--- config.mk ---
export PLATFORM = sky130hd
export DESIGN_NAME = apb_regs
export DESIGN_NICKNAME = d
export VERILOG_FILES = /design/src/common/gemm_pkg.sv /design/src/logic/apb_regs.sv
export SDC_FILE = /design/constraint.sdc
export NUM_CORES = 1
export LEC_CHECK = 0
export ABC_AREA = 1
export BUFFER_PORTS_ARGS = -buffer_cell sky130_fd_sc_hd__buf_2
export CORE_MARGIN = 2
export CORE_UTILIZATION = 30
export CTS_BUF_LIST = sky130_fd_sc_hd__clkbuf_8
export CTS_CLUSTER_DIAMETER = 120
export DETAILED_ROUTE_END_ITERATION = 8
export PLACE_DENSITY = 0.78
export RECOVER_POWER = 50
export SLEW_MARGIN = 20
export SYNTH_ARGS = -nofsm -noshare
export SYNTH_HDL_FRONTEND = slang
export SYNTH_SLANG_ARGS = --single-unit
--- constraint.sdc ---
create_clock -name clk -period 2.2 [get_ports clk]
set_input_delay 0.55 -clock clk [delete_from_list [all_inputs] [get_ports clk]]
set_output_delay 0.55 -clock clk [all_outputs]
set_load 0.1 [all_outputs]
--- src/common/gemm_pkg.sv ---
// ##########################################################
// shared sizes, register map and types of the gemm DMA block
// modules pull this in with a wildcard import in their body
// ##########################################################
package gemm_pkg;

    // matrix and word geometry
    localparam int SA_WIDTH  = 4;
    localparam int ELEM_W    = 8;
    localparam int WORD_W    = 32;
    localparam int BUF_W     = SA_WIDTH * WORD_W;
    localparam int SEL_W     = 2;
    // beat index covers 16 results, length needs one more bit
    localparam int IDX_W     = 4;
    localparam int LEN_W     = 5;
    localparam int NUM_RES   = SA_WIDTH * SA_WIDTH;

    // scratch memory
    localparam int MEM_DEPTH = 64;
    localparam int MEM_AW    = 6;

    // apb register map
    localparam int APB_AW = 12;
    localparam logic [APB_AW-1:0] REG_CTRL     = 12'h000;
    localparam logic [APB_AW-1:0] REG_STATUS   = 12'h004;
    localparam logic [APB_AW-1:0] REG_A_BASE   = 12'h008;
    localparam logic [APB_AW-1:0] REG_B_BASE   = 12'h00C;
    localparam logic [APB_AW-1:0] REG_C_BASE   = 12'h010;
    // window runs 0x100..0x1FC, one word per 4 bytes
    localparam logic [APB_AW-1:0] MEM_WIN_BASE = 12'h100;

    // memory word: four int8 operands or one int32 result
    typedef union packed {
        logic [SA_WIDTH-1:0][ELEM_W-1:0] elem;
        logic signed [WORD_W-1:0]         res;
    } mem_word_u;

    typedef enum logic [2:0] {
        IDLE,
        LOAD_A,
        LOAD_B,
        START_MM,
        WAIT_MM,
        STORE_C,
        FINISH
    } dma_state_e;

endpackage

--- src/logic/apb_regs.sv ---
// ##########################################################
// apb slave of the accelerator: control, status, base regs
// and the host window onto scratch memory
// pready always high, reads are combinational
// ##########################################################
`timescale 1ns/1ns

module apb_regs (
    input  logic                          clk,
    input  logic                          rst_n,
    input  logic                          psel_i,
    input  logic                          penable_i,
    input  logic                          pwrite_i,
    input  logic [gemm_pkg::APB_AW-1:0]   paddr_i,
    input  logic [gemm_pkg::WORD_W-1:0]   pwdata_i,
    output logic [gemm_pkg::WORD_W-1:0]   prdata_o,
    output logic                          pready_o,
    output logic                          pslverr_o,
    output logic                          host_we_o,
    output logic [gemm_pkg::MEM_AW-1:0]   host_addr_o,
    output logic [gemm_pkg::WORD_W-1:0]   host_wdata_o,
    input  logic [gemm_pkg::WORD_W-1:0]   host_rdata_i,
    output logic                          start_o,
    output logic [gemm_pkg::MEM_AW-1:0]   a_base_o,
    output logic [gemm_pkg::MEM_AW-1:0]   b_base_o,
    output logic [gemm_pkg::MEM_AW-1:0]   c_base_o,
    input  logic                          busy_i,
    input  logic                          done_pulse_i
);
    import gemm_pkg::*;

    logic access, wr;
    logic is_ctrl, is_status, is_a, is_b, is_c, in_win;
    logic unmapped, fault;
    logic done_q;

    // access phase of a transfer
    assign access = psel_i & penable_i;
    assign wr     = access & pwrite_i;

    // register decode
    assign is_ctrl   = (paddr_i == REG_CTRL);
    assign is_status = (paddr_i == REG_STATUS);
    assign is_a      = (paddr_i == REG_A_BASE);
    assign is_b      = (paddr_i == REG_B_BASE);
    assign is_c      = (paddr_i == REG_C_BASE);
    // window: upper address bits match, low two bits ignored
    assign in_win = (paddr_i[APB_AW-1:MEM_AW+2] == MEM_WIN_BASE[APB_AW-1:MEM_AW+2]);
    assign unmapped = !(is_ctrl | is_status | is_a | is_b | is_c | in_win);

    // bad address, window while DMA owns memory, or STATUS write
    assign fault = unmapped | (in_win & busy_i) | (pwrite_i & is_status);

    assign pready_o  = 1'b1;
    assign pslverr_o = access & fault;

    // host side of scratch memory
    assign host_addr_o  = paddr_i[MEM_AW+1:2];
    assign host_wdata_o = pwdata_i;
    assign host_we_o    = wr & in_win & !busy_i;

    // start only taken while idle
    assign start_o = wr & is_ctrl & pwdata_i[0] & !busy_i;

    always_ff @(posedge clk or negedge rst_n) begin
        if (!rst_n) begin
            a_base_o <= '0;
            b_base_o <= '0;
            c_base_o <= '0;
            done_q   <= 1'b0;
        end else begin
            if (wr && is_a)
                a_base_o <= pwdata_i[MEM_AW-1:0];
            if (wr && is_b)
                b_base_o <= pwdata_i[MEM_AW-1:0];
            if (wr && is_c)
                c_base_o <= pwdata_i[MEM_AW-1:0];
            // sticky done, new run clears it
            if (start_o)
                done_q <= 1'b0;
            else if (done_pulse_i)
                done_q <= 1'b1;
        end
    end

    // read mux, faulting reads return zero
    always_comb begin
        prdata_o = '0;
        if (!fault) begin
            if (is_status)
                prdata_o = {{(WORD_W-2){1'b0}}, done_q, busy_i};
            else if (is_a)
                prdata_o = {{(WORD_W-MEM_AW){1'b0}}, a_base_o};
            else if (is_b)
                prdata_o = {{(WORD_W-MEM_AW){1'b0}}, b_base_o};
            else if (is_c)
                prdata_o = {{(WORD_W-MEM_AW){1'b0}}, c_base_o};
            else if (in_win)
                prdata_o = host_rdata_i;
        end
    end

endmodule

* After elaboration in Yosys (flattened, before gate mapping)
Cells that the tools add are included.
** Storage, ports and cells
- Bits in registers :: 19
- Latch bits :: 0
- Memory bits (writable) :: 0
- ROM bits :: 0
- Input port bits :: 83
- Output and inout port bits :: 92
- Memories kept :: 0
** Cells by class
- $add $sub $neg :: 0
- $mul :: 0
- Divide/modulo/power cells :: 0
- Order comparisons :: 0
- Eq/ne operators :: 5
- Shift operators :: 0
- Mux-type cells :: 8
- Bitwise operators :: 17
- Reduce and logical (&&, ||, !) cells :: 7
** Operators with widths (number)
- $mux 32 :: 6
- $eq 12x4->1 const B :: 2
- $eq 12x3->1 const B :: 1
- $eq 12x5->1 const B :: 1
- $logic_not 12->1 :: 1
- $and 1x1->1 :: 10
- $or 1x1->1 :: 7
- $eq 4x1->1 const B :: 1
- $logic_and 1x1->1 :: 3
- $logic_not 1->1 :: 2
- $mux 1 :: 2
- $reduce_bool 2->1 :: 1

* Logic depth before layout (Yosys ltp)
Gate-level depths: netlist of run 1.
- Word-level depth :: 10
- Mapped depth :: 10
- Gate-level depth less buffers :: 10

* Worst setup path before layout of run 1
OpenSTA, ideal clock, no wires.
- Path kind :: input to output
- Start :: input port paddr_i[1] in the netlist's numbering
- End :: output port start_o
- Arrival :: 3080 ps
- Slack :: -1430 ps
- Cell stages on the path :: 5
- Buffers on the path :: 0
- Cells stage by stage :: nor2_2 > nand2_1 > nor2_2 > nand4_1 > nor3_1
** On the way
- Longest elaborated chain between the ends :: 4
** Ends and longest elaborated chain
- start, declared :: RTL line apb_regs.sv:14 : input logic [gemm_pkg::APB_AW-1:0] paddr_i,
- $logic_not 12->1 :: RTL line apb_regs.sv:42 : assign is_ctrl = (paddr_i == REG_CTRL);
- $and 1x1->1 (3 in a row) :: RTL line apb_regs.sv:63 : assign start_o = wr & is_ctrl & pwdata_i[0] & !busy_i;
- end, declared :: RTL line apb_regs.sv:23 : output logic start_o,
No other way between the ends.

* Worst setup path in the final report of run 1
- Start :: input port paddr_i[10] in the netlist's numbering
- End :: output port prdata_o[19] in the netlist's numbering
** On the way
- Longest elaborated chain between the ends :: 10
- Elaborated cells on any way between the ends :: 22
** Ends and longest elaborated chain
- $eq 12x3->1 or $logic_not 12->1 (tied branches) :: RTL line apb_regs.sv:43, apb_regs.sv:42
- $or 1x1->1 (5 in a row) :: RTL line apb_regs.sv:49 : assign unmapped = !(is_ctrl | is_status | is_a | is_b | is_c | in_win);
- $logic_not 1->1 :: RTL line apb_regs.sv:49
- $or 1x1->1 (2 in a row) :: RTL line apb_regs.sv:52 : assign fault = unmapped | (in_win & busy_i) | (pwrite_i & is_status);
- $mux 32 * :: RTL line apb_regs.sv:89 : if (!fault) begin
- end, declared :: RTL line apb_regs.sv:16 : output logic [gemm_pkg::WORD_W-1:0] prdata_o,
Mark *: on every way between the ends. The rest lies on a longest branch, timed or not.

==> results.cfg, run 1 <==
[synthesis]
synth_area_per_cell_um2 = 6.912
synth_cell_types = 26
synth_area_leaders = dfrtp_1 26%, buf_4 16%, nand2_1 15%
yosysTopAreaCellShare = 0.2557
syn-num-nets = 352
synth_seq_cells = 19
synth_top_area_cell = dfrtp_1
ys_seq_area_frac = 0.2557
syn_inst = 269
yosys_warnings = 0
syn_area_um2 = 1859

[clocking]
cts_root_buf = clkbuf_8
ctsHoldBuffers = 0
cts_max_level = 1
numCtsBuffers = 3
cts_tree = yes
cts_buffer_depth = 2
insertion_delay_ns = 0.25
cts_sinks = 19
clk_pin_slew_worst_paths_ns = 0.07

[detailed_routing]
wire_per_inst_um = 13.81
firstDrtPassIters = 5
via_per_inst = 4.582
totalWireLength_mm = 6.340
final_antenna_net_count = 0
initialDrtViolationCount = 38
drc = 0
vias = 2103

[timing]
finalMaxSlewViolations = 0
tightestPinTransition_ns = 1.038
hold_viol_final = 0
fin_crit_ns = 2.441
worst_slack_ns = -0.2409
rsz0062_at_grt = yes
slew_headroom = 0.3083
setup_tns_ns = -7.333
skew_ns = 0
fmax_mhz = 409.7
fin_crit_sh = 1.109
setup_viol_count_final = 34

[critical_path]
startpoint_type = input port
rr_startpoint = b_base_o[3]$_DFFE_PN0P_
r2r_end = b_base_o[3]$_DFFE_PN0P_
r2r_cells = 2
crit_fanout = 8
worstSetupPathType = in -> out
arrival_ns = 1.89
required_ns = 1.65
r2r_slack_ns = 1.51
crit_path_end_kind = output pin

[place]
place.gp.congestion = 0.8289
numPortBuffers = 121
dpl_cell_area_um2 = 3251
hpwl_mm = 5.079

[run_status]
status = complete, but fails checks
violations = setup timing

[flow_run]
maxCapViolations = 0

[pwr]
power_uw = 885.9
ir_drop_uv = 331.7
p_per_area_nw_per_um2 = 250.6
leakagePower_uw = 0.001612

[final_layout]
stdcell_area_um2 = 3536
fin_util = 0.5937
synthToLayoutAreaGrowth_pct = 90.17
nNetsFinal = 468
diodes = 0
layout-drive-gt1-share = 0.6354

[hold_path]
hold_class = in -> async

[grt]
overflow = 0
grt_first_pass_wirelength_mm = 9.101
grt_util_all_layers = 0.1702
grt_pass1_vias = 2051
antenna_found_initial = 0
grt_max_degree = 31

[die]
die_x_um = 82.73
coreArea_um2 = 5956
dieArea_um2 = 6843
die_h_um = 82.73
rows = 28
start_util = 0.3122
io_pins = 175
per-stage QoR:
step | setup WS [ns] | hold slack [ns] | cells
after global routing | -0.3271 | 0.5420 | 459
after global placement | -0.2235 | 0.4923 | 443
after detailed placement | -0.2904 | 0.4999 | 443
after CTS | -0.2384 | 0.2412 | 452
final | -0.2409 | 0.4591 | 459
after floorplan | -0.2665 | 0.2544 | 269
where the power goes:
group	total [uW]	internal (uW)	switching, uW
combinational	304	98.5	206
sequential	350	350	0.381
clock	232	124	108
total	886	572	314
layout make-up:
class	instances	area (um2)
Sequential cell	19	475.5
Clock buffer	3	41.29
Timing Repair Buffer	160	1599
Clock inverter	1	3.754
Multi-Input combinational cell	181	1247
Inverter	20	75.07
Fill cell	501	2420
Tap cell	75	93.84
cells by family after synthesis:
logic type,after synthesis,synth area share
and+or+nand+nor,158,0.3970
other,1,0.002017
DFF,19,0.2557
AOI/OAI and AO/OA,22,0.09824
buffers and inverters,69,0.2470
placed cells by master, fill, tap and decap left out:
cell	Yosys	layout
nor2_4	3	41
nand2_8	0	1
nand4_1	2	2
buf_16	0	1
buf_12	0	39
dfrtp_1	19	19
clkbuf_16	0	2
or2_1	2	2
clkbuf_1	2	1
inv_2	3	3
nand4_4	0	1
inv_1	17	18
nand2_1	76	69
a21oi_4	0	1
o21ai_2	18	19
nand2_2	2	6
nand2_4	1	3
o21bai_1	2	2
buf_6	7	13
or2_0	2	2
buf_2	1	76
nor3_1	2	2
nor2_2	18	3
nor2_1	28	5
nand3_2	2	4
nand3_1	18	16
buf_4	39	28
conb_1	1	1
nand3b_1	1	1
clkbuf_8	0	3
cells in the mapped netlist:
library cell  count
nand2_2           2
nand2_4           1
nor2_2           18
o21ai_1           1
nand2_1          76
conb_1            1
nand3_2           2
buf_2             1
inv_2             3
inv_1            17
a21oi_1           1
nand3b_1          1
nand3_1          18
nor3_1            2
nor2_1           28
buf_6             7
o21bai_1          2
o21ai_2          18
buf_4            39
nand4_2           1
nor2_4            3
dfrtp_1          19
or2_1             2
clkbuf_1          2
nand4_1           2
or2_0             2
registers in the layout, summed over array words and instances, names as in the netlist:
signal and count:
a_base_o 6, b_base_o 6, c_base_o 6, done_q 1
worst max-delay path, stage by stage:
cell	delay, ns
buf_2	0.11
nor2_4	0.10
nand2_4	0.08
nor2_4	0.14
buf_6	0.12
nand4_1	0.09
buf_4	0.18
nand2_8	0.12
clkbuf_16	0.18
nor2_4	0.04
buf_12	0.16
repair_timing:
action / 4_1_cts / 5_1_grt
endpoints found under the setup margin: 35 / 34
pin swaps: 4 / 9
buffers inserted: 5 / 5
gates cloned: 1 / 2
endpoints found under the hold margin: 0 / 0
gates resized for setup: 19 / 9
worst max path at each step:
stage / from / end / slack, ns / depth (start not counted)
after global routing: paddr_i[6] / prdata_o[30] / -0.33 / 11
after floorplan: paddr_i[7] / prdata_o[10] / -0.27 / 8
final: paddr_i[10] / prdata_o[19] / -0.24 / 11
after CTS: paddr_i[7] / prdata_o[17] / -0.24 / 11
after global placement: paddr_i[7] / prdata_o[3] / -0.22 / 12
after detailed placement: paddr_i[7] / prdata_o[4] / -0.29 / 12
layer usage:
metal	track usage	part of all wire	vias up
met2	0.3387	0.56	99
met5	0	0	-
met3	0.02935	0.087	14
met1	0.1789	0.34	963
li1	-	-	1027
met4	0.05246	0.017	0
Note: power is estimated with default switching activity, not from simulation.
==> inputs of run 2 (changes only) <==
--- a/config.mk
+++ b/config.mk
@@ -7,12 +7,13 @@
 export LEC_CHECK = 0
 export ABC_AREA = 1
 export BUFFER_PORTS_ARGS = -buffer_cell sky130_fd_sc_hd__buf_2
+export CORE_ASPECT_RATIO = 1.2
 export CORE_MARGIN = 2
-export CORE_UTILIZATION = 30
+export CORE_UTILIZATION = 38
 export CTS_BUF_LIST = sky130_fd_sc_hd__clkbuf_8
 export CTS_CLUSTER_DIAMETER = 120
 export DETAILED_ROUTE_END_ITERATION = 8
-export PLACE_DENSITY = 0.78
+export PLACE_DENSITY = 0.93
 export RECOVER_POWER = 50
 export SLEW_MARGIN = 20
 export SYNTH_ARGS = -nofsm -noshare
==> run 2 against run 1 <==
Against the previous run:
- the flow still finishes with violations (setup timing)
- critical path depth increased by 2
- clock-buffer cell count unchanged
- routed wire length is 11% higher
- largest cell class unchanged
- largest power group unchanged
==> results.cfg, run 2 (same netlist as run 1, synthesis figures left out) <==
[detailed_routing]
initialDrtViolationCount = 56
drc = 0
wire_per_inst_um = 16.16
via_per_inst = 4.915
totalWireLength_mm = 7.047
firstDrtPassIters = 5
vias = 2143
final_antenna_net_count = 0

[timing]
fmax_mhz = 395.1
fin_crit_sh = 1.151
slew_headroom = 0.3347
skew_ns = 0
tightestPinTransition_ns = 0.9980
rsz0062_at_grt = yes
finalMaxSlewViolations = 0
worst_slack_ns = -0.3312
setup_viol_count_final = 34
fin_crit_ns = 2.531
hold_viol_final = 0

[final_layout]
layout-drive-gt1-share = 0.6720
synthToLayoutAreaGrowth_pct = 92.87
stdcell_area_um2 = 3586
layout_commonest_cell = buf_2
final_cell_mix = 77 x buf_2, 62 x nand2_1, 42 x nor2_4, 40 x buf_12, 22 x buf_4
top_regs = a_base_o (6), b_base_o (6), c_base_o (6)
diodes = 0
nNetsFinal = 462
layoutNonFillerInstCount = 436
nFillCells = 302

[run_status]
violations = setup timing
status = complete, but fails checks

[pwr]
p_per_area_nw_per_um2 = 248.0
leakagePower_uw = 0.001618
power_uw = 889.2
ir_drop_uv = 378.3

[critical_path]
crit_path_end_kind = output pin
r2r_end = a_base_o[1]$_DFFE_PN0P_
cp_slowest_cell = buf_12
crit_buf_inv = 5
startpoint = paddr_i[11]
path_cells = buf_6, nor2_4, nand2_4, nor2_4, buf_12, buf_12, nand3_2, nand2_1, inv_1, nand3_2, nand2_2, nor2_4, buf_12
crit_fanout = 7
r2r_cells = 2
path_delay_family = simple AND/OR/NAND/NOR gates
worstSetupPathType = in -> out
rr_startpoint = a_base_o[1]$_DFFE_PN0P_
required_ns = 1.65
startpoint_type = input port
r2r_slack_ns = 1.45
arrival_ns = 1.98
max_stage_delay_ns = 0.18

[place]
hpwl_mm = 5.117
numPortBuffers = 121
dp_slack_ns = -0.3365
dp.cells = 423
place.gp.congestion = 0.9483
dpl_cell_area_um2 = 3207

[clocking]
cts_sinks = 19
ctsHoldBuffers = 0
cts_buffer_depth = 2
cts_root_buf = clkbuf_8
clk_pin_slew_worst_paths_ns = 0.06
numCtsBuffers = 3
cts_tree = yes
insertion_delay_ns = 0.25
cts_max_level = 1

[flow_run]
maxCapViolations = 0

[grt]
grt_util_all_layers = 0.2423
grt_first_pass_wirelength_mm = 10.08
overflow = 0
grt_max_degree = 33
antenna_found_initial = 0
grt_pass1_vias = 2187

[die]
die_h_um = 80.63
io_pins = 175
start_util = 0.3988
coreArea_um2 = 4662
die_x_um = 67.86
dieArea_um2 = 5471
rows = 27

[hold_path]
hold_class = in -> async
## run 2: changes by cell type in the layout (fill, tap and decap cells not counted), moves of 4 or more
cell	change
buf_4	-6
nand2_4	+4
nand3_1	-6
nand3_2	+4
nand2_1	-7
## run 2: cell type report
class / count / area, um2 / share of cell area
flip-flops and latches: 19 / 475.5 / 0.1326
multi-input cells: 181 / 1369 / 0.3817
clock inverters: 1 / 3.754 / 0.001047
inverters: 20 / 75.07 / 0.02094
repair buffers: 154 / 1549 / 0.4320
clock buffers: 3 / 41.29 / 0.01151
well taps: 58 / 72.57 / 0.02024
## run 2: where the power goes
group | internal, uW | switching, uW
clock | 124 | 107
combinational | 95.6 | 213
sequential | 350 | 0.432
## run 2: through the flow
step | util | TNS [ns] | hold slack (ns)
floorplan | - | -8.073 | 0.2544
global placement | 0.6879 | -6.507 | 0.4911
detailed placement | 0.6879 | -8.323 | 0.4950
CTS | 0.7410 | -7.832 | 0.2261
global route | 0.7692 | -11.44 | 0.5217
finish | 0.7692 | -9.467 | 0.4358
## run 2: how the worst max path moves through the flow
stage	to	slack, ns	cells after the start
global placement	prdata_o[2]	-0.24	12
finish	prdata_o[4]	-0.33	13
CTS	prdata_o[4]	-0.26	11
global route	prdata_o[5]	-0.39	13
detailed placement	prdata_o[4]	-0.34	12
floorplan	prdata_o[10]	-0.27	8
## run 2: routing by layer
layer	vias up	global-route usage	share of wire
met4	0	0.1180	0.032
met3	21	0.04762	0.073
met5	-	0	0
li1	1017	-	-
met2	102	0.4647	0.56
met1	1003	0.2385	0.34
## run 2: worst register-to-register path, delay by kind of cell, from the launching register on
| family | cells | cell delay (ns) |
|---|---|---|
| AND/OR/NAND/NOR | 1 | 0.12 |
| flip-flops | 1 | 0.46 |
| AO/OA/AOI/OAI | 1 | 0.06 |
## run 2: timing repair
item / in CTS / in global routing
pin swaps: 20 / 18
gates cloned: 2 / 0
resized for setup: 28 / 29
setup endpoints to repair: 34 / 35
buffers inserted: 6 / 1
==> inputs of run 3 (changes only) <==
--- a/config.mk
+++ b/config.mk
@@ -7,9 +7,11 @@
 export LEC_CHECK = 0
 export ABC_AREA = 1
 export BUFFER_PORTS_ARGS = -buffer_cell sky130_fd_sc_hd__buf_2
+export CELL_PAD_IN_SITES_DETAIL_PLACEMENT = 0
+export CELL_PAD_IN_SITES_GLOBAL_PLACEMENT = 1
 export CORE_ASPECT_RATIO = 1.2
 export CORE_MARGIN = 2
-export CORE_UTILIZATION = 38
+export CORE_UTILIZATION = 24
 export CTS_BUF_LIST = sky130_fd_sc_hd__clkbuf_8
 export CTS_CLUSTER_DIAMETER = 120
 export DETAILED_ROUTE_END_ITERATION = 8
==> run 3 against run 2 <==
Against the previous run:
- core utilization down 31 points
- critical path type unchanged
- the run still ends with setup timing left
- highest routed layer unchanged
- flip-flop and latch count unchanged
- largest cell class unchanged
- combinational power down 2%
- first-iteration DRC count down 8.9%
- global-route usage down 11 points
- cell area down 1.8%
- register-to-register slack better by 0.07 ns
==> results.cfg, run 3 (same netlist as run 1, synthesis figures left out) <==
[pwr]
ir_drop_uv = 261.6
p_per_area_nw_per_um2 = 250.3
leakagePower_uw = 0.001585
power_uw = 881.7

[die]
dieArea_um2 = 8470
coreArea_um2 = 7620
rows = 35
start_util = 0.2440
io_pins = 175
die_x_um = 84.35
die_h_um = 100.4

[detailed_routing]
vias = 2003
final_antenna_net_count = 0
firstDrtPassIters = 4
via_per_inst = 4.280
drc = 0
initialDrtViolationCount = 51
wire_per_inst_um = 12.42
totalWireLength_mm = 5.813

[timing]
whs_ns = 0.4403
worst_slack_ns = -0.2251
hold_viol_final = 0
fin_crit_ns = 2.425
rsz0062_at_grt = yes
fmax_mhz = 412.4
fin_crit_sh = 1.102
skew_ns = 0
setup_viol_count_final = 34
slew_headroom = 0.3383
tightestPinTransition_ns = 0.9926
finalMaxSlewViolations = 0

[clocking]
clk_pin_slew_worst_paths_ns = 0.06
cts_tree = yes
cts_buffer_depth = 2
insertion_delay_ns = 0.25
cts_root_buf = clkbuf_8
cts_max_level = 1
cts_sinks = 19
numCtsBuffers = 3

[grt]
grt_first_pass_wirelength_mm = 9.487
grt_util_all_layers = 0.1348
grt_pass1_vias = 2019
antenna_found_initial = 0
grt_max_degree = 32
overflow = 0

[final_layout]
diodes = 0
nNetsFinal = 460
final_cell_mix = 74 x buf_2, 66 x nand2_1, 40 x nor2_4, 40 x buf_12, 21 x buf_4
regArea_um2 = 475.5
multi_input_area_um2 = 1266
layout-drive-gt1-share = 0.6383
top_regs = a_base_o (6), b_base_o (6), c_base_o (6)
layout_commonest_cell = buf_2
nFillCells = 745
synthToLayoutAreaGrowth_pct = 89.43

[critical_path]
crit_fanout = 7
arrival_ns = 1.88
r2r_end = b_base_o[4]$_DFFE_PN0P_
crit_path_end_kind = output pin
r2r_slack_ns = 1.52
r2r_cells = 2
rr_startpoint = b_base_o[4]$_DFFE_PN0P_
startpoint_type = input port
required_ns = 1.65
worstSetupPathType = in -> out

[place]
place.gp.congestion = 0.7922
hpwl_mm = 4.962
numPortBuffers = 121

[hold_path]
hold_class = in -> async

[run_status]
violations = setup timing
status = complete, but fails checks

[flow_run]
maxCapViolations = 0
==> run 3: cell count changes in the layout (fill, tap and decap cells not counted), moves of 3 or more <==
| cell | change |
|---|---|
| nand3_1 | +6 |
| nand2_1 | +4 |
| nand3_2 | -4 |
| nand2_4 | -4 |
| buf_2 | -3 |
==> run 3: what timing repair did <==
item                       in CTS  in global routing
pin swaps                      12                 13
setup endpoints to repair      35                 35
hold endpoints to repair        0                  0
gates cloned                    2                  0
gates resized for setup        18                 17
setup buffers                   2                  0
hold buffers                    0                  0
==> run 3: layer usage <==
layer	routed length, um	vias to the layer above	track usage
met4	63	0	0.03419
li1	-	1013	-
met1	2209	897	0.1571
met3	326	10	0.01727
met2	3214	83	0.2589
met5	0	-	0
==> run 3: cell type report <==
cell class,instances,area share
Clock buffer,3,0.01172
Clock inverter,1,0.001066
Inverter,20,0.02131
Multi-Input combinational cell,181,0.3595
Sequential cell,19,0.1350
Tap cell,92,0.03268
Timing Repair Buffer,152,0.4387
==> run 3: worst max-delay path, stage by stage <==
cell     delay [ns]
buf_2          0.13
inv_1          0.11
nand2_2        0.08
nor2_4         0.19
o21ai_2        0.11
nand4_4        0.11
nand2_8        0.12
buf_12         0.17
nor2_4         0.13
buf_12         0.18
==> run 3: power breakdown <==
group	switching [uW]	internal, uW
logic	203	98.3
clock network	107	124
registers	0.365	350
==> run 3: how the worst max path moves through the flow <==
| stage | start | endpoint | slack [ns] |
|---|---|---|---|
| global placement | paddr_i[11] | prdata_o[10] | -0.33 |
| CTS | paddr_i[10] | prdata_o[1] | -0.25 |
| detailed placement | paddr_i[11] | prdata_o[10] | -0.32 |
| global route | paddr_i[11] | prdata_o[4] | -0.30 |
| floorplan | paddr_i[7] | prdata_o[10] | -0.27 |
| finish | paddr_i[2] | prdata_o[4] | -0.23 |
==> run 3: metrics by stage <==
step	setup TNS (ns)	util	instances	area [um2]	worst slack [ns]
CTS	-8.013	0.4547	468	3465	-0.2532
finish	-6.467	0.4622	468	3522	-0.2251
detailed placement	-9.656	0.4310	460	3284	-0.3230
floorplan	-8.073	-	269	2183	-0.2665
global placement	-10.01	0.4310	460	3284	-0.3307
global route	-9.000	0.4622	468	3522	-0.2963
