## config.mk

```make
export PLATFORM = sky130hd
export DESIGN_NAME = dma_ctrl_fsm
export DESIGN_NICKNAME = d
export VERILOG_FILES = /design/src/common/gemm_pkg.sv /design/src/dma/dma_ctrl_fsm.sv
export SDC_FILE = /design/constraint.sdc
export NUM_CORES = 1
export LEC_CHECK = 0
export ABC_AREA = 1
export BUFFER_PORTS_ARGS = -buffer_cell sky130_fd_sc_hd__clkbuf_2
export CAP_MARGIN = 5
export CORE_UTILIZATION = 41
export CTS_CLUSTER_SIZE = 8
export DETAILED_ROUTE_END_ITERATION = 7
export PLACE_DENSITY = 0.83
export SLEW_MARGIN = 20
export SYNTH_ARGS = -nofsm -noshare
export SYNTH_HDL_FRONTEND = slang
export SYNTH_SLANG_ARGS = --single-unit
export TNS_END_PERCENT = 50
```

## constraint.sdc

```tcl
create_clock -name clk -period 3.27 [get_ports clk]
set_input_delay 0 -clock clk [delete_from_list [all_inputs] [get_ports clk]]
set_output_delay 0 -clock clk [all_outputs]
set_load 0.03 [all_outputs]
```

## src/common/gemm_pkg.sv

```systemverilog
// ##########################################################
// shared sizes, register map and types of the gemm DMA block
// modules pull this in with a wildcard import in their body
// ##########################################################
package gemm_pkg;

    // matrix and word geometry
    localparam int SA_WIDTH  = 4;
    localparam int ELEM_W    = 8;
    localparam int WORD_W    = 32;
    localparam int BUF_W     = SA_WIDTH * WORD_W;
    localparam int SEL_W     = 2;
    // beat index covers 16 results, length needs one more bit
    localparam int IDX_W     = 4;
    localparam int LEN_W     = 5;
    localparam int NUM_RES   = SA_WIDTH * SA_WIDTH;

    // scratch memory
    localparam int MEM_DEPTH = 64;
    localparam int MEM_AW    = 6;

    // apb register map
    localparam int APB_AW = 12;
    localparam logic [APB_AW-1:0] REG_CTRL     = 12'h000;
    localparam logic [APB_AW-1:0] REG_STATUS   = 12'h004;
    localparam logic [APB_AW-1:0] REG_A_BASE   = 12'h008;
    localparam logic [APB_AW-1:0] REG_B_BASE   = 12'h00C;
    localparam logic [APB_AW-1:0] REG_C_BASE   = 12'h010;
    // window runs 0x100..0x1FC, one word per 4 bytes
    localparam logic [APB_AW-1:0] MEM_WIN_BASE = 12'h100;

    // memory word: four int8 operands or one int32 result
    typedef union packed {
        logic [SA_WIDTH-1:0][ELEM_W-1:0] elem;
        logic signed [WORD_W-1:0]         res;
    } mem_word_u;

    typedef enum logic [2:0] {
        IDLE,
        LOAD_A,
        LOAD_B,
        START_MM,
        WAIT_MM,
        STORE_C,
        FINISH
    } dma_state_e;

endpackage

```

## src/dma/dma_ctrl_fsm.sv

```systemverilog
// ##########################################################
// DMA sequencer: load A rows, load B columns, kick the
// engine, wait, store C, then flag done for one cycle
// ##########################################################
`timescale 1ns/1ns

module dma_ctrl_fsm (
    input  logic                         clk,
    input  logic                         rst_n,
    input  logic                         start_i,
    input  logic [gemm_pkg::MEM_AW-1:0]  a_base_i,
    input  logic [gemm_pkg::MEM_AW-1:0]  b_base_i,
    input  logic [gemm_pkg::MEM_AW-1:0]  c_base_i,
    input  logic [gemm_pkg::IDX_W-1:0]   beat_idx_i,
    input  logic                         beat_last_i,
    output logic                         beat_clear_o,
    output logic                         beat_step_o,
    output logic [gemm_pkg::LEN_W-1:0]   beat_len_o,
    output logic [gemm_pkg::MEM_AW-1:0]  mem_addr_o,
    output logic                         mem_we_o,
    output logic                         buf_a_we_o,
    output logic                         buf_b_we_o,
    output logic                         mm_start_o,
    input  logic                         mm_done_i,
    output logic                         busy_o,
    output logic                         done_o
);
    import gemm_pkg::*;

    dma_state_e state, state_n;
    logic       in_phase;
    logic [MEM_AW-1:0] base;

    always_ff @(posedge clk or negedge rst_n) begin
        if (!rst_n) begin
            state  <= IDLE;
            busy_o <= 1'b0;
        end else begin
            state <= state_n;
            if (state == IDLE && start_i)
                busy_o <= 1'b1;
            else if (state == FINISH)
                busy_o <= 1'b0;
        end
    end

    always_comb begin
        state_n = state;
        case (state)
            IDLE:     if (start_i) state_n = LOAD_A;
            LOAD_A:   if (beat_last_i) state_n = LOAD_B;
            LOAD_B:   if (beat_last_i) state_n = START_MM;
            START_MM: state_n = WAIT_MM;
            WAIT_MM:  if (mm_done_i) state_n = STORE_C;
            STORE_C:  if (beat_last_i) state_n = FINISH;
            FINISH:   state_n = IDLE;
            default:  state_n = IDLE;
        endcase
    end

    // beats only run in load and store phases
    assign in_phase     = (state == LOAD_A) | (state == LOAD_B) | (state == STORE_C);
    assign beat_step_o  = in_phase;
    // counter cleared outside phases and on each phase exit
    assign beat_clear_o = !in_phase | beat_last_i;
    assign beat_len_o   = (state == STORE_C) ? LEN_W'(NUM_RES) : LEN_W'(SA_WIDTH);

    // active base, word address wraps modulo 64
    always_comb begin
        case (state)
            LOAD_A:  base = a_base_i;
            LOAD_B:  base = b_base_i;
            default: base = c_base_i;
        endcase
    end
    assign mem_addr_o = base + MEM_AW'(beat_idx_i);

    assign mem_we_o   = (state == STORE_C);
    assign buf_a_we_o = (state == LOAD_A);
    assign buf_b_we_o = (state == LOAD_B);
    assign mm_start_o = (state == START_MM);
    assign done_o     = (state == FINISH);

endmodule

```

-- Yosys cells after proc, flatten, opt, wreduce, memory -nomap -nowiden
Index checks and enable logic that the tools add are counted.
- equal/unequal tests: 11
- add/subtract/negate cells: 1
- reductions and logical operators: 5
- multiplexer cells: 10
- bitwise operators: 3
- operator list (kind ; number):
    3-bit case mux with 6 select lines ; 1
    3-bit 2-to-1 mux ; 5
    6-bit case mux with 2 select lines ; 1
    2-bit inequality test, second input constant ; 5
    3-bit == test, second input constant ; 3
    6-bit by 4-bit adder with 6-bit output ; 1
    3-bit by 2-bit == test with 1-bit output, second input constant ; 2
    5-bit 2-to-1 mux ; 1
    5-bit AND reduction ; 1
    3-bit by 1-bit == test with 1-bit output, second input constant ; 1
    3-bit zero test ; 1
    1-bit bitwise OR ; 3
    1-bit 2-to-1 mux ; 2
    2-bit nonzero test ; 1
    1-bit logical AND ; 1
    1-bit zero test ; 1
- word-level logic and storage cells: 32
- input port bits: 27
- register bits after elaboration: 4

-- Longest topological paths before layout
Gate-level depths: netlist of the first run.
- depth after elaboration: 5
- mapped depth: 15

-- Worst setup path before layout of the first run
No wires, ideal clock.
- path kind: flip-flop to output port
- from: register state[2]
- to: output port mem_addr_o[4] (netlist bit)
- cell stages (with the launch flop): 11
- path slack: 810 ps
- arrival: 2460 ps
- required time: 3270 ps
- buffers on the path: 0
- path through: dfrtp_1 > inv_2 > nand2_2 > nor2_2 > nand2_1 > nand3_1 > ha_1 > inv_1 > fa_1 > o21ai_0 > xor2_1
- cells in the longest elaborated chain, start to end: 3
- elaborated cells between the ends (all ways): 4
- those cells by class: add/sub: 1; eq/ne: 2; mux: 1
- RTL lines (element ; line ; text):
    start: declaration ; dma_ctrl_fsm.sv:30 ; dma_state_e state, state_n;
    start signal: assignment ; dma_ctrl_fsm.sv:39 ; state <= state_n;
    3-bit by 2-bit == test with 1-bit output ; n/a ;
    net buf_b_we_o ; dma_ctrl_fsm.sv:22 ; output logic buf_b_we_o,
    6-bit case mux with 2 select lines ; dma_ctrl_fsm.sv:70 ; case (state)
    6-bit by 4-bit adder with 6-bit output ; dma_ctrl_fsm.sv:76 ; assign mem_addr_o = base + MEM_AW'(beat_idx_i);
    end: declaration ; dma_ctrl_fsm.sv:19 ; output logic [gemm_pkg::MEM_AW-1:0] mem_addr_o,
The timed path passes the listed nets, and every way through them passes these cells.

-- Worst setup path after layout of the first run
- from: register state[2]
- to: output port mem_addr_o[4] (netlist bit)
- cells in the longest elaborated chain, start to end: 3
- elaborated cells between the ends (all ways): 4
- those cells by class: add/sub: 1; eq/ne: 2; mux: 1
- RTL lines (element ; line):
    3-bit by 2-bit == test with 1-bit output / 3-bit by 1-bit == test with 1-bit output (equally long branches) ; dma_ctrl_fsm.sv:70
    6-bit case mux with 2 select lines (*) ; dma_ctrl_fsm.sv:70
    6-bit by 4-bit adder with 6-bit output (*) ; dma_ctrl_fsm.sv:76
Every way passes the cells marked *; elsewhere a longest branch is shown, timed or not.

==> metrics.md, run 1 <==
| Metric | Value |
|---|---|
| VDD IR-drop max | `between 0.5 and 0.6 mV` |
| Number of nets in the layout | `between 150 and 200` |
| Post-synthesis cell type count | `22` |
| Diode count | `0` |
| Initial antenna violation count | `0` |
| Final Core Density | `0.628` |
| P_leak | `roughly 0.51 nW` |
| CP required | `~3.3 ns` |
| Grt met2 use | `0.447` |
| Hold WC Path Type | `in -> reg` |
| DP Cell Count | `around 150` |
| Total setup buffers inserted after CTS | `0` |
| #FFs+latches synth | `4` |
| Non-Filler Instances | `153` |
| Initial Util | `0.444` |
| Die X | `about 40 um` |
| TritonCTS Sinks | `4` |
| CTS Buf Count | `3` |
| Area Growth Syn to Fin | `41.3%` |
| Pre-Repair DR Iteration Count | `4` |
| Htree depth | `1` |
| Clock Latency Late Sink | `~0.23 ns` |
| Crit-path max cell delay | `0.43 ns` |
| Longest Clk Path Bufs | `2` |
| # port buffers | `between 40 and 50` |
| Fmax | `0.403 GHz` |
| Remaining antenna violation count | `0` |
| CTS-repair resized insts | `0` |
| Die Span Y | `slightly below 40 um` |
| CP cell instances | `inv_2, nand2_2, nor2_2, nand2_1, nand3_1, ha_1, inv_1, fa_1, o21ai_0, xor2_1, clkbuf_2` |
| Slowest cell on crit path | `dfrtp_1` |
| Critical path endpoint category | `primary output` |
| Data arrival time of the worst path | `between 2 and 2.5 ns` |
| Largest net degree at the start of global routing | `9` |
| Pre-CTS setup slack | `around 1.0 ns` |
| CTS tree | `built` |
| Final worst slack | `0.791 ns` |
| Crit path buf inv count | `3` |
| DP HPWL | `approximately 1300 um` |
| Fraction of layout cells with a size suffix above 1 | `0.391` |
| Drt wl/cell | `just under 10 um` |
| Fillers | `between 100 and 150` |
| Placer congestion estimate | `roughly 0.81` |
| Global-route wire length before repair | `~2200 um` |
| Syn Inst Count | `94` |
| Total global-route track usage | `0.207` |
| Synth Area per Inst | `roughly 6 sq um` |
| Core area | `about 1300 sq um` |
| Worst clock skew | `0.000541 ns` |
| Overflow after GRT | `0` |
| Final WL | `1500 um` |
| # setup viols final | `0` |
| Vias | `between 700 and 800` |
| Critical Setup Path Class | `reg -> out` |
| Hold Vio Cnt, Final | `0` |
| Final worst path period need | `roughly 2.5 ns` |
| DRC violations left | `0` |
| Vias in the first global route | `around 630` |
| Avg Vias per Cell | `between 4 and 5` |
| Warnings, synthesis | `0` |
| Total power | `~1.0 mW` |
| Cell Area, Synth | `around 580 sq um` |
| Root Buffer | `clkbuf_4` |
| Max Fanout on Critical Path | `8` |
| Grt met3 use | `0.00568` |
| RSZ-0062 raised after global routing | `false` |
| Final worst path period share | `0.758` |
| Cts hold-fix bufs | `1` |
| Num rows | `13` |
| Max Cap Viol | `0` |
| Busiest grt layer | `met2` |
| Status | `complete, no violations` |
| Die footprint | `1560 sq um` |
| Sequential share of the synthesized area | `0.173` |
| Global Route met1 Usage | `0.203` |
| DRT iter0 DRCs | `9` |
| Fin Setup TNS | `0 ns` |
| Top Family by Delay on Critical Path | `adder cells` |
| I/O pin count | `46` |
| Crit start category | `flip-flop` |
| Final max-slew violation count | `0` |
| CTS clk-pin slew, worst paths | `roughly 0.030 ns` |
| PwrDens | `roughly 1300 nW/um^2` |
==> cell families (layout without fill, tap and decap cells) <==
kind of cell,after synthesis,after routing,share of synthesized area
compound gates,9,9,0.0822
flops,4,4,0.173
xor+xnor,3,3,0.0455
fa+ha+maj,5,5,0.121
buf+inv,17,59,0.136
simple gates,55,55,0.435
other cells,1,3,0.00649
==> registers in the layout, summed over array words and instances, names as in the netlist <==
name	count
busy_o	1
state	3
==> worst reg2reg max path: cells and delay by family (launching register included) <==
kind | cells | cell delay [ns]
AO/OA/AOI/OAI | 2 | 0.25
buffers and inverters | 1 | 0.16
flip-flops | 1 | 0.43
AND/OR/NAND/NOR | 3 | 0.27
==> final timing paths <==
check / to / depth (start not counted) / slack (ns) / from
max: mem_addr_o[4] / 11 / 0.79 / state[2]$_DFFE_PN0P_
min: busy_o$_DFFE_PN0P_ / 3 / 0.03 / start_i
max reg2reg: state[1]$_DFFE_PN0P_ / 6 / 2.06 / state[2]$_DFFE_PN0P_
min reg2reg: busy_o$_DFFE_PN0P_ / 2 / 0.53 / busy_o$_DFFE_PN0P_
max in group asynchronous: state[1]$_DFFE_PN0P_ / 2 / 3.03 / rst_n
min in group asynchronous: state[2]$_DFFE_PN0P_ / 2 / 0.11 / rst_n
==> metrics by stage <==
stage	cell area, sq um	hold WS (ns)
floorplan	586	-0.296
global placement	785	-0.193
detailed placement	785	-0.190
CTS	817	0.0283
global route	817	0.0401
finish	817	0.0334
==> power by group <==
| part | internal, mW | switching, mW | leakage [nW] | total, mW |
|---|---|---|---|---|
| sequential | 0.0748 | 0.0378 | 0.0474 | 0.113 |
| clock | 0.0408 | 0.0169 | 0.0138 | 0.0577 |
| combinational | 0.259 | 0.600 | 0.444 | 0.859 |
| total | 0.374 | 0.655 | 0.505 | 1.03 |
==> per-layer routing <==
metal / up-vias / routed length (um)
li1: 378 / -
met1: 314 / 570
met2: 29 / 840
met3: 0 / 93
met4: 0 / 0
met5: - / 0
==> cells in the mapped netlist <==
cell type	count	share of area
a21oi_1	3	0.026
and3_1	1	0.011
buf_4	4	0.052
conb_1	1	0.0065
dfrtp_1	4	0.17
fa_1	1	0.035
ha_1	4	0.087
inv_1	11	0.071
inv_2	2	0.013
nand2_1	29	0.19
nand2_2	3	0.032
nand3_1	8	0.069
nand3_2	2	0.035
nand4_1	1	0.011
nor2_1	9	0.058
nor2_2	1	0.011
nor2_4	1	0.019
o21ai_0	4	0.035
o21ai_1	1	0.0086
o21bai_1	1	0.013
xnor2_1	1	0.015
xor2_1	2	0.030
==> cell usage in the layout, fill, tap and decap left out <==
cell,count
o21ai_1,1
inv_2,2
nand2_1,29
dfrtp_1,4
a21oi_1,3
o21ai_0,4
nand3_2,2
o21bai_1,1
nand3_1,8
fa_1,1
clkbuf_2,42
nand4_1,1
xnor2_1,1
dlygate4sd3_1,1
clkbuf_4,3
nor2_1,9
nand2_2,3
xor2_1,2
ha_1,4
nor2_4,1
and3_1,1
conb_1,3
inv_1,11
nor2_2,1
==> area by class of cell <==
type                    instances  area [sq um]  share of cell area
repair buffers                 43           220               0.270
clock buffers                   3          22.5              0.0276
multi-input cells              75           407               0.498
flip-flops and latches          4           100               0.123
inverters                      13          48.8              0.0597
well taps                      15          18.8              0.0230
(Power assumes the default switching activity.)
==> run 2: changes to the inputs <==
--- a/config.mk
+++ b/config.mk
@@ -8,10 +8,10 @@
 export ABC_AREA = 1
 export BUFFER_PORTS_ARGS = -buffer_cell sky130_fd_sc_hd__clkbuf_2
 export CAP_MARGIN = 5
-export CORE_UTILIZATION = 41
+export CORE_UTILIZATION = 38
 export CTS_CLUSTER_SIZE = 8
 export DETAILED_ROUTE_END_ITERATION = 7
-export PLACE_DENSITY = 0.83
+export PLACE_DENSITY = 0.78
 export SLEW_MARGIN = 20
 export SYNTH_ARGS = -nofsm -noshare
 export SYNTH_HDL_FRONTEND = slang
==> constraint.sdc (replaced) <==
create_clock -name clk -period 2.6 [get_ports clk]
set_input_delay 0 -clock clk [delete_from_list [all_inputs] [get_ports clk]]
set_output_delay 0 -clock clk [all_outputs]
set_load 0.03 [all_outputs]
==> metrics.md, run 2 (synthesized netlist as in run 1, its figures left out) <==
| Metric | Value |
|---|---|
| Status | `complete, no violations` |
| Hold Vio Cnt, Final | `0` |
| Max reg flops | `3` |
| Die footprint | `1680 sq um` |
| CP required | `between 2 and 3 ns` |
| Total global-route track usage | `0.189` |
| Final worst path period need | `2.36 ns` |
| # setup viols final | `0` |
| CTS clk-pin slew, worst paths | `~0.040 ns` |
| VDD IR-drop max | `0.710 mV` |
| Number of nets in the layout | `174` |
| DR WL met3 | `about 76 um` |
| Diode count | `0` |
| Largest net degree at the start of global routing | `9` |
| Htree depth | `1` |
| TritonCTS Sinks | `4` |
| Final max-slew violation count | `0` |
| Final WL | `1510 um` |
| Sw frac | `0.628` |
| Combinational share of power | `0.829` |
| Biggest regs | `state x3, busy_o x1` |
| Metal-1 WL | `around 590 um` |
| RSZ-0062 raised after global routing | `false` |
| P_leak | `just over 0.5 nW` |
| Final worst path period share | `0.908` |
| Pre-Repair DR Iteration Count | `4` |
| Critical path endpoint category | `primary output` |
| Num rows | `13` |
| Most common cell after layout, fill and taps aside | `clkbuf_2` |
| P_sw | `between 0.8 and 0.9 mW` |
| Register area | `slightly above 100 sq um` |
| Max Fanout on Critical Path | `7` |
| CTS tree | `built` |
| Hold_sp | `start_i` |
| Data arrival time of the worst path | `about 2.4 ns` |
| Vias | `roughly 750` |
| Drt wl/cell | `roughly 9.8 um` |
| Overflow after GRT | `0` |
| Initial Util | `0.428` |
| Clock Latency Late Sink | `~0.23 ns` |
| Seq pwr share | `0.114` |
| Critical Setup Path Class | `reg -> out` |
| Hold WC Path Type | `in -> reg` |
| Area Growth Syn to Fin | `45.5%` |
| Fraction of layout cells with a size suffix above 1 | `0.421` |
| # port buffers | `between 40 and 50` |
| Met2 WL | `844 um` |
| Top Layer Used | `met3` |
| CTS Buf Count | `3` |
| Total power | `between 1 and 1.5 mW` |
| Crit start category | `flip-flop` |
| Remaining antenna violation count | `0` |
| Vias in the first global route | `587` |
| Power share of the clock group | `0.056` |
| Commonest cells after routing, fill and taps aside | `clkbuf_2 (41), nand2_1 (29), inv_1 (11)` |
| DRT iter0 DRCs | `8` |
| Worst clock skew | `between 0.004 and 0.005 ns` |
| Fillers | `roughly 140` |
| Fmax | `between 0.4 and 0.5 GHz` |
| Placer congestion estimate | `roughly 0.82` |
| Int Pwr | `0.497 mW` |
| I/O pin count | `46` |
| Fin Setup TNS | `0 ns` |
| Die X | `41 um` |
| Multi-input gate area | `412 sq um` |
| Worst r2r src | `state[0]$_DFFE_PN0P_` |
| Core area | `~1400 sq um` |
| Global-route wire length before repair | `2140 um` |
| DRC violations left | `0` |
| DP HPWL | `around 1300 um` |
| Max Cap Viol | `0` |
| PwrDens | `1590 nW/um^2` |
| Longest Clk Path Bufs | `2` |
| Avg Vias per Cell | `approximately 4.8` |
| Most flops, register | `state` |
| Initial antenna violation count | `0` |
| Die Span Y | `a little over 40 um` |
| Root Buffer | `clkbuf_4` |
| CP startpoint | `state[1]$_DFFE_PN0P_` |
-- run 2: power groups by stage --
stage	Clock (mW)	Sequential, mW	Combinational, mW
final	0.0753	0.152	1.11
after CTS	0.0802	0.143	1.09
after detailed placement	0	0.144	1.08
after global routing	0.0804	0.156	1.22
after global placement	0	0.141	1.07
after floorplan	0	0.149	0.817
-- run 2: final timing paths --
check	cells after the start	slack (ns)	end
hold / removal	3	0.03	busy_o$_DFFE_PN0P_
setup reg to reg	7	1.38	state[1]$_DFFE_PN0P_
setup / recovery	11	0.24	mem_addr_o[4]
hold reg to reg	2	0.53	busy_o$_DFFE_PN0P_
min in group asynchronous	2	0.11	state[0]$_DFFE_PN0P_
max in group asynchronous	2	2.34	state[2]$_DFFE_PN0P_
-- run 2: worst max-delay path: stages, from the launching register on --
cell and delay (ns):
dfrtp_2 0.46, inv_2 0.10, nand2_2 0.08, nor2_4 0.19
nand2_1 0.07, nand3_1 0.08, ha_1 0.16, inv_1 0.05
fa_1 0.40, o21ai_1 0.18, xor2_1 0.15, buf_2 0.21
-- run 2: timing repair --
action,CTS,global route
buffers inserted,0,2
resized for setup,0,6
setup endpoints to repair,0,1
endpoints found under the hold margin,4,0
hold buffers,1,0
-- run 2: layout make-up --
cell class	instances	area share
clock buffers	3	0.0268
inverters	13	0.0580
multi-input cells	75	0.490
flip-flops and latches	4	0.124
well taps	15	0.0223
repair buffers	45	0.280
-- run 2: stage by stage --
stage / utilization / cells / worst slack (ns) / area (sq um) / hold WS (ns)
detailed placement: 0.581 / 149 / 0.303 / 785 / -0.187
global route: 0.623 / 155 / 0.0581 / 841 / 0.0609
floorplan: - / 96 / 0.140 / 586 / -0.296
finish: 0.623 / 155 / 0.238 / 841 / 0.0287
CTS: 0.605 / 153 / 0.0528 / 817 / 0.0260
global placement: 0.581 / 149 / 0.339 / 785 / -0.190
-- run 2: per-layer routing --
layer  vias to the layer above  global-route usage
met4                         0              0.0750
met2                        24               0.395
li1                        382                   -
met3                         0             0.00543
met5                         -                   0
met1                       339               0.186
==> run 3: changes to the inputs <==
--- a/config.mk
+++ b/config.mk
@@ -5,10 +5,9 @@
 export SDC_FILE = /design/constraint.sdc
 export NUM_CORES = 1
 export LEC_CHECK = 0
-export ABC_AREA = 1
 export BUFFER_PORTS_ARGS = -buffer_cell sky130_fd_sc_hd__clkbuf_2
 export CAP_MARGIN = 5
-export CORE_UTILIZATION = 38
+export CORE_UTILIZATION = 39
 export CTS_CLUSTER_SIZE = 8
 export DETAILED_ROUTE_END_ITERATION = 7
 export PLACE_DENSITY = 0.78
==> metrics.md, run 3 <==
| Metric | Value |
|---|---|
| Status | `complete, no violations` |
| Fmax | `0.401 GHz` |
| Largest net degree at the start of global routing | `14` |
| CP required | `2.60 ns` |
| Syn Inst Count | `between 80 and 90` |
| Avg Vias per Cell | `around 5` |
| Internal reg-to-reg setup slack | `1.50 ns` |
| Worst clock skew | `approximately 0.011 ns` |
| RSZ-0062 raised after global routing | `true` |
| Fillers | `~130` |
| Diode count | `0` |
| Endpoint, Worst Hold | `state[0]$_DFFE_PN0P_` |
| Hold_ws | `0.0181 ns` |
| Die X | `just over 40 um` |
| Slowest cell on crit path | `dfrtp_1` |
| Overflow after GRT | `0` |
| DRT iter0 DRCs | `11` |
| Longest Clk Path Bufs | `2` |
| Num rows | `13` |
| Top-count cell post-synth | `nor2_1` |
| Sequential share of the synthesized area | `0.164` |
| CTS clk-pin slew, worst paths | `about 0.040 ns` |
| Top cells by area, synth | `dfrtp_1 (16%), ha_1 (8.2%), a21o_1 (4.9%)` |
| Vias | `716` |
| I/O pin count | `46` |
| # setup viols final | `0` |
| Data arrival time of the worst path | `between 2 and 2.5 ns` |
| P_sw | `0.735 mW` |
| Crit start category | `flip-flop` |
| CP cell instances | `and2b_2, and2_4, nor2_2, a221o_1, ha_1, a21oi_2, o21ai_2, o2111ai_2, xor2_1, buf_4` |
| VDD IR-drop max | `roughly 0.72 mV` |
| Warnings, synthesis | `0` |
| P_leak | `0.501 nW` |
| TritonCTS Sinks | `4` |
| Htree depth | `1` |
| CP startpoint | `state[2]$_DFFE_PN0P_` |
| Top Family by Delay on Critical Path | `compound AO/OA/AOI/OAI gates` |
| Final worst path period share | `0.958` |
| Crit-path max cell delay | `around 0.37 ns` |
| Number of flops mapped to enable cells by yosys | `0` |
| Yosys top cell area share | `0.164` |
| Sw frac | `0.572` |
| Post-synthesis cell type count | `35` |
| Die footprint | `approximately 1700 sq um` |
| Critical Setup Path Class | `reg -> out` |
| Final max-slew violation count | `0` |
| Fraction of layout cells with a size suffix above 1 | `0.488` |
| Synth top cells by count | `nor2_1 (8), inv_1 (6), nand2_1 (5), o21ai_0 (5)` |
| Largest area contributor in the netlist | `dfrtp_1` |
| Pre-Repair DR Iteration Count | `4` |
| DRC violations left | `0` |
| Most common cell after layout, fill and taps aside | `clkbuf_2` |
| Crit path buf inv count | `1` |
| Multi-input gate area | `around 480 sq um` |
| Core area | `approximately 1400 sq um` |
| Area post-placement | `slightly above 800 sq um` |
| Max Cap Viol | `0` |
| Combinational share of power | `0.847` |
| Initial Util | `0.442` |
| Initial antenna violation count | `0` |
| Vias in the first global route | `around 620` |
| Worst r2r src | `state[2]$_DFFE_PN0P_` |
| Root Buffer | `clkbuf_4` |
| Synth Area per Inst | `7.54 sq um` |
| Seq pwr share | `0.090` |
| Number of nets in the layout | `roughly 160` |
| Total power | `between 1 and 1.5 mW` |
| PwrDens | `1430 nW/um^2` |
| Max reg flops | `3` |
| Global-route wire length before repair | `roughly 2400 um` |
| Int Pwr | `about 0.55 mW` |
| CTS tree | `built` |
| Final WL | `1550 um` |
| Crit path depth | `10` |
| Clock Latency Late Sink | `between 0.2 and 0.3 ns` |
| DP HPWL | `approximately 1200 um` |
| Final worst path period need | `between 2 and 2.5 ns` |
| Hold depth | `2` |
| Final instance area | `901 sq um` |
| Area Growth Syn to Fin | `47.5%` |
| Die Span Y | `between 40 and 50 um` |
| Most flops, register | `state` |
| R2r worst-path depth | `5` |
| Critical path endpoint category | `primary output` |
| Synth Flop Type | `dfrtp_1` |
| Power share of the clock group | `0.063` |
| Biggest regs | `state x3, busy_o x1` |
| Remaining antenna violation count | `0` |
| Register area | `101 sq um` |
| Drt wl/cell | `~11 um` |
| Placer congestion estimate | `between 0.8 and 0.9` |
| Commonest cells after routing, fill and taps aside | `clkbuf_2 (40), nor2_1 (8), inv_1 (6), buf_4 (6), nand2_1 (5)` |
| Cell Area, Synth | `611 sq um` |
| Max Fanout on Critical Path | `5` |
| Hold WC Path Type | `in -> reg` |
| #FFs+latches synth | `4` |
| # port buffers | `42` |
| Hold Vio Cnt, Final | `0` |
| Async set-or-reset flop fraction in the synthesized netlist | `1.00` |
| Total global-route track usage | `0.174` |
| Reg-to-reg endpoint | `state[0]$_DFFE_PN0P_` |
| CTS Buf Count | `3` |
| Hold_sp | `beat_last_i` |
[run 3: how the worst max path moves through the flow]
| stage | slack, ns | end |
|---|---|---|
| after floorplan | 0.10 | mem_addr_o[5] |
| after global placement | 0.19 | mem_addr_o[5] |
| after detailed placement | 0.07 | mem_addr_o[5] |
| after CTS | 0.01 | mem_addr_o[5] |
| after global routing | -0.05 | mem_addr_o[4] |
| final | 0.11 | mem_addr_o[5] |
[run 3: cell type report]
type,count,share of cell area
Timing Repair Buffer,47,0.283
Sequential cell,4,0.112
Tap cell,15,0.0208
Inverter,7,0.0292
Clock buffer,3,0.0250
Multi-Input combinational cell,66,0.529
[run 3: power by group through the flow]
stage / clock [mW] / combinational, mW / sequential (mW)
after floorplan: 0 / 0.762 / 0.115
after global placement: 0 / 0.984 / 0.111
after detailed placement: 0 / 1.00 / 0.113
after CTS: 0.0850 / 1.04 / 0.112
after global routing: 0.0874 / 1.18 / 0.118
final: 0.0812 / 1.09 / 0.115
[run 3: kinds of logic after synthesis]
logic type,count (synthesis),share of synthesized area
adders and majority gates,5,0.115
and+or+nand+nor,27,0.234
AOI/OAI and AO/OA,26,0.295
buffers and inverters,14,0.127
other,1,0.00614
muxes,1,0.0164
xor gates and xnor gates,3,0.0430
DFF,4,0.164
[run 3: timing repair]
action,CTS,global route
pin swaps,1,3
hold buffers,1,0
buffers inserted,1,0
setup endpoints to repair,2,2
gates cloned,0,1
hold endpoints to repair,4,0
gates resized for setup,5,11
[run 3: metrics by stage]
| stage | TNS, ns | worst slack (ns) | cells | util |
|---|---|---|---|---|
| 4_1_cts | 0 | 0.0136 | 141 | 0.629 |
| 2_1_floorplan | 0 | 0.104 | 83 | - |
| 3_3_place_gp | 0 | 0.186 | 136 | 0.592 |
| 6_report | 0 | 0.108 | 142 | 0.652 |
| 5_1_grt | -0.0822 | -0.0450 | 142 | 0.652 |
| 3_5_place_dp | 0 | 0.0707 | 136 | 0.592 |
[run 3: per-layer routing]
metal  GRT usage  vias to the layer above  share of wire
met1       0.191                      304           0.45
met3      0.0435                        3          0.084
met2       0.313                       35           0.46
li1            -                      374              -
met5           0                        -              0
met4      0.0774                        0          0.012
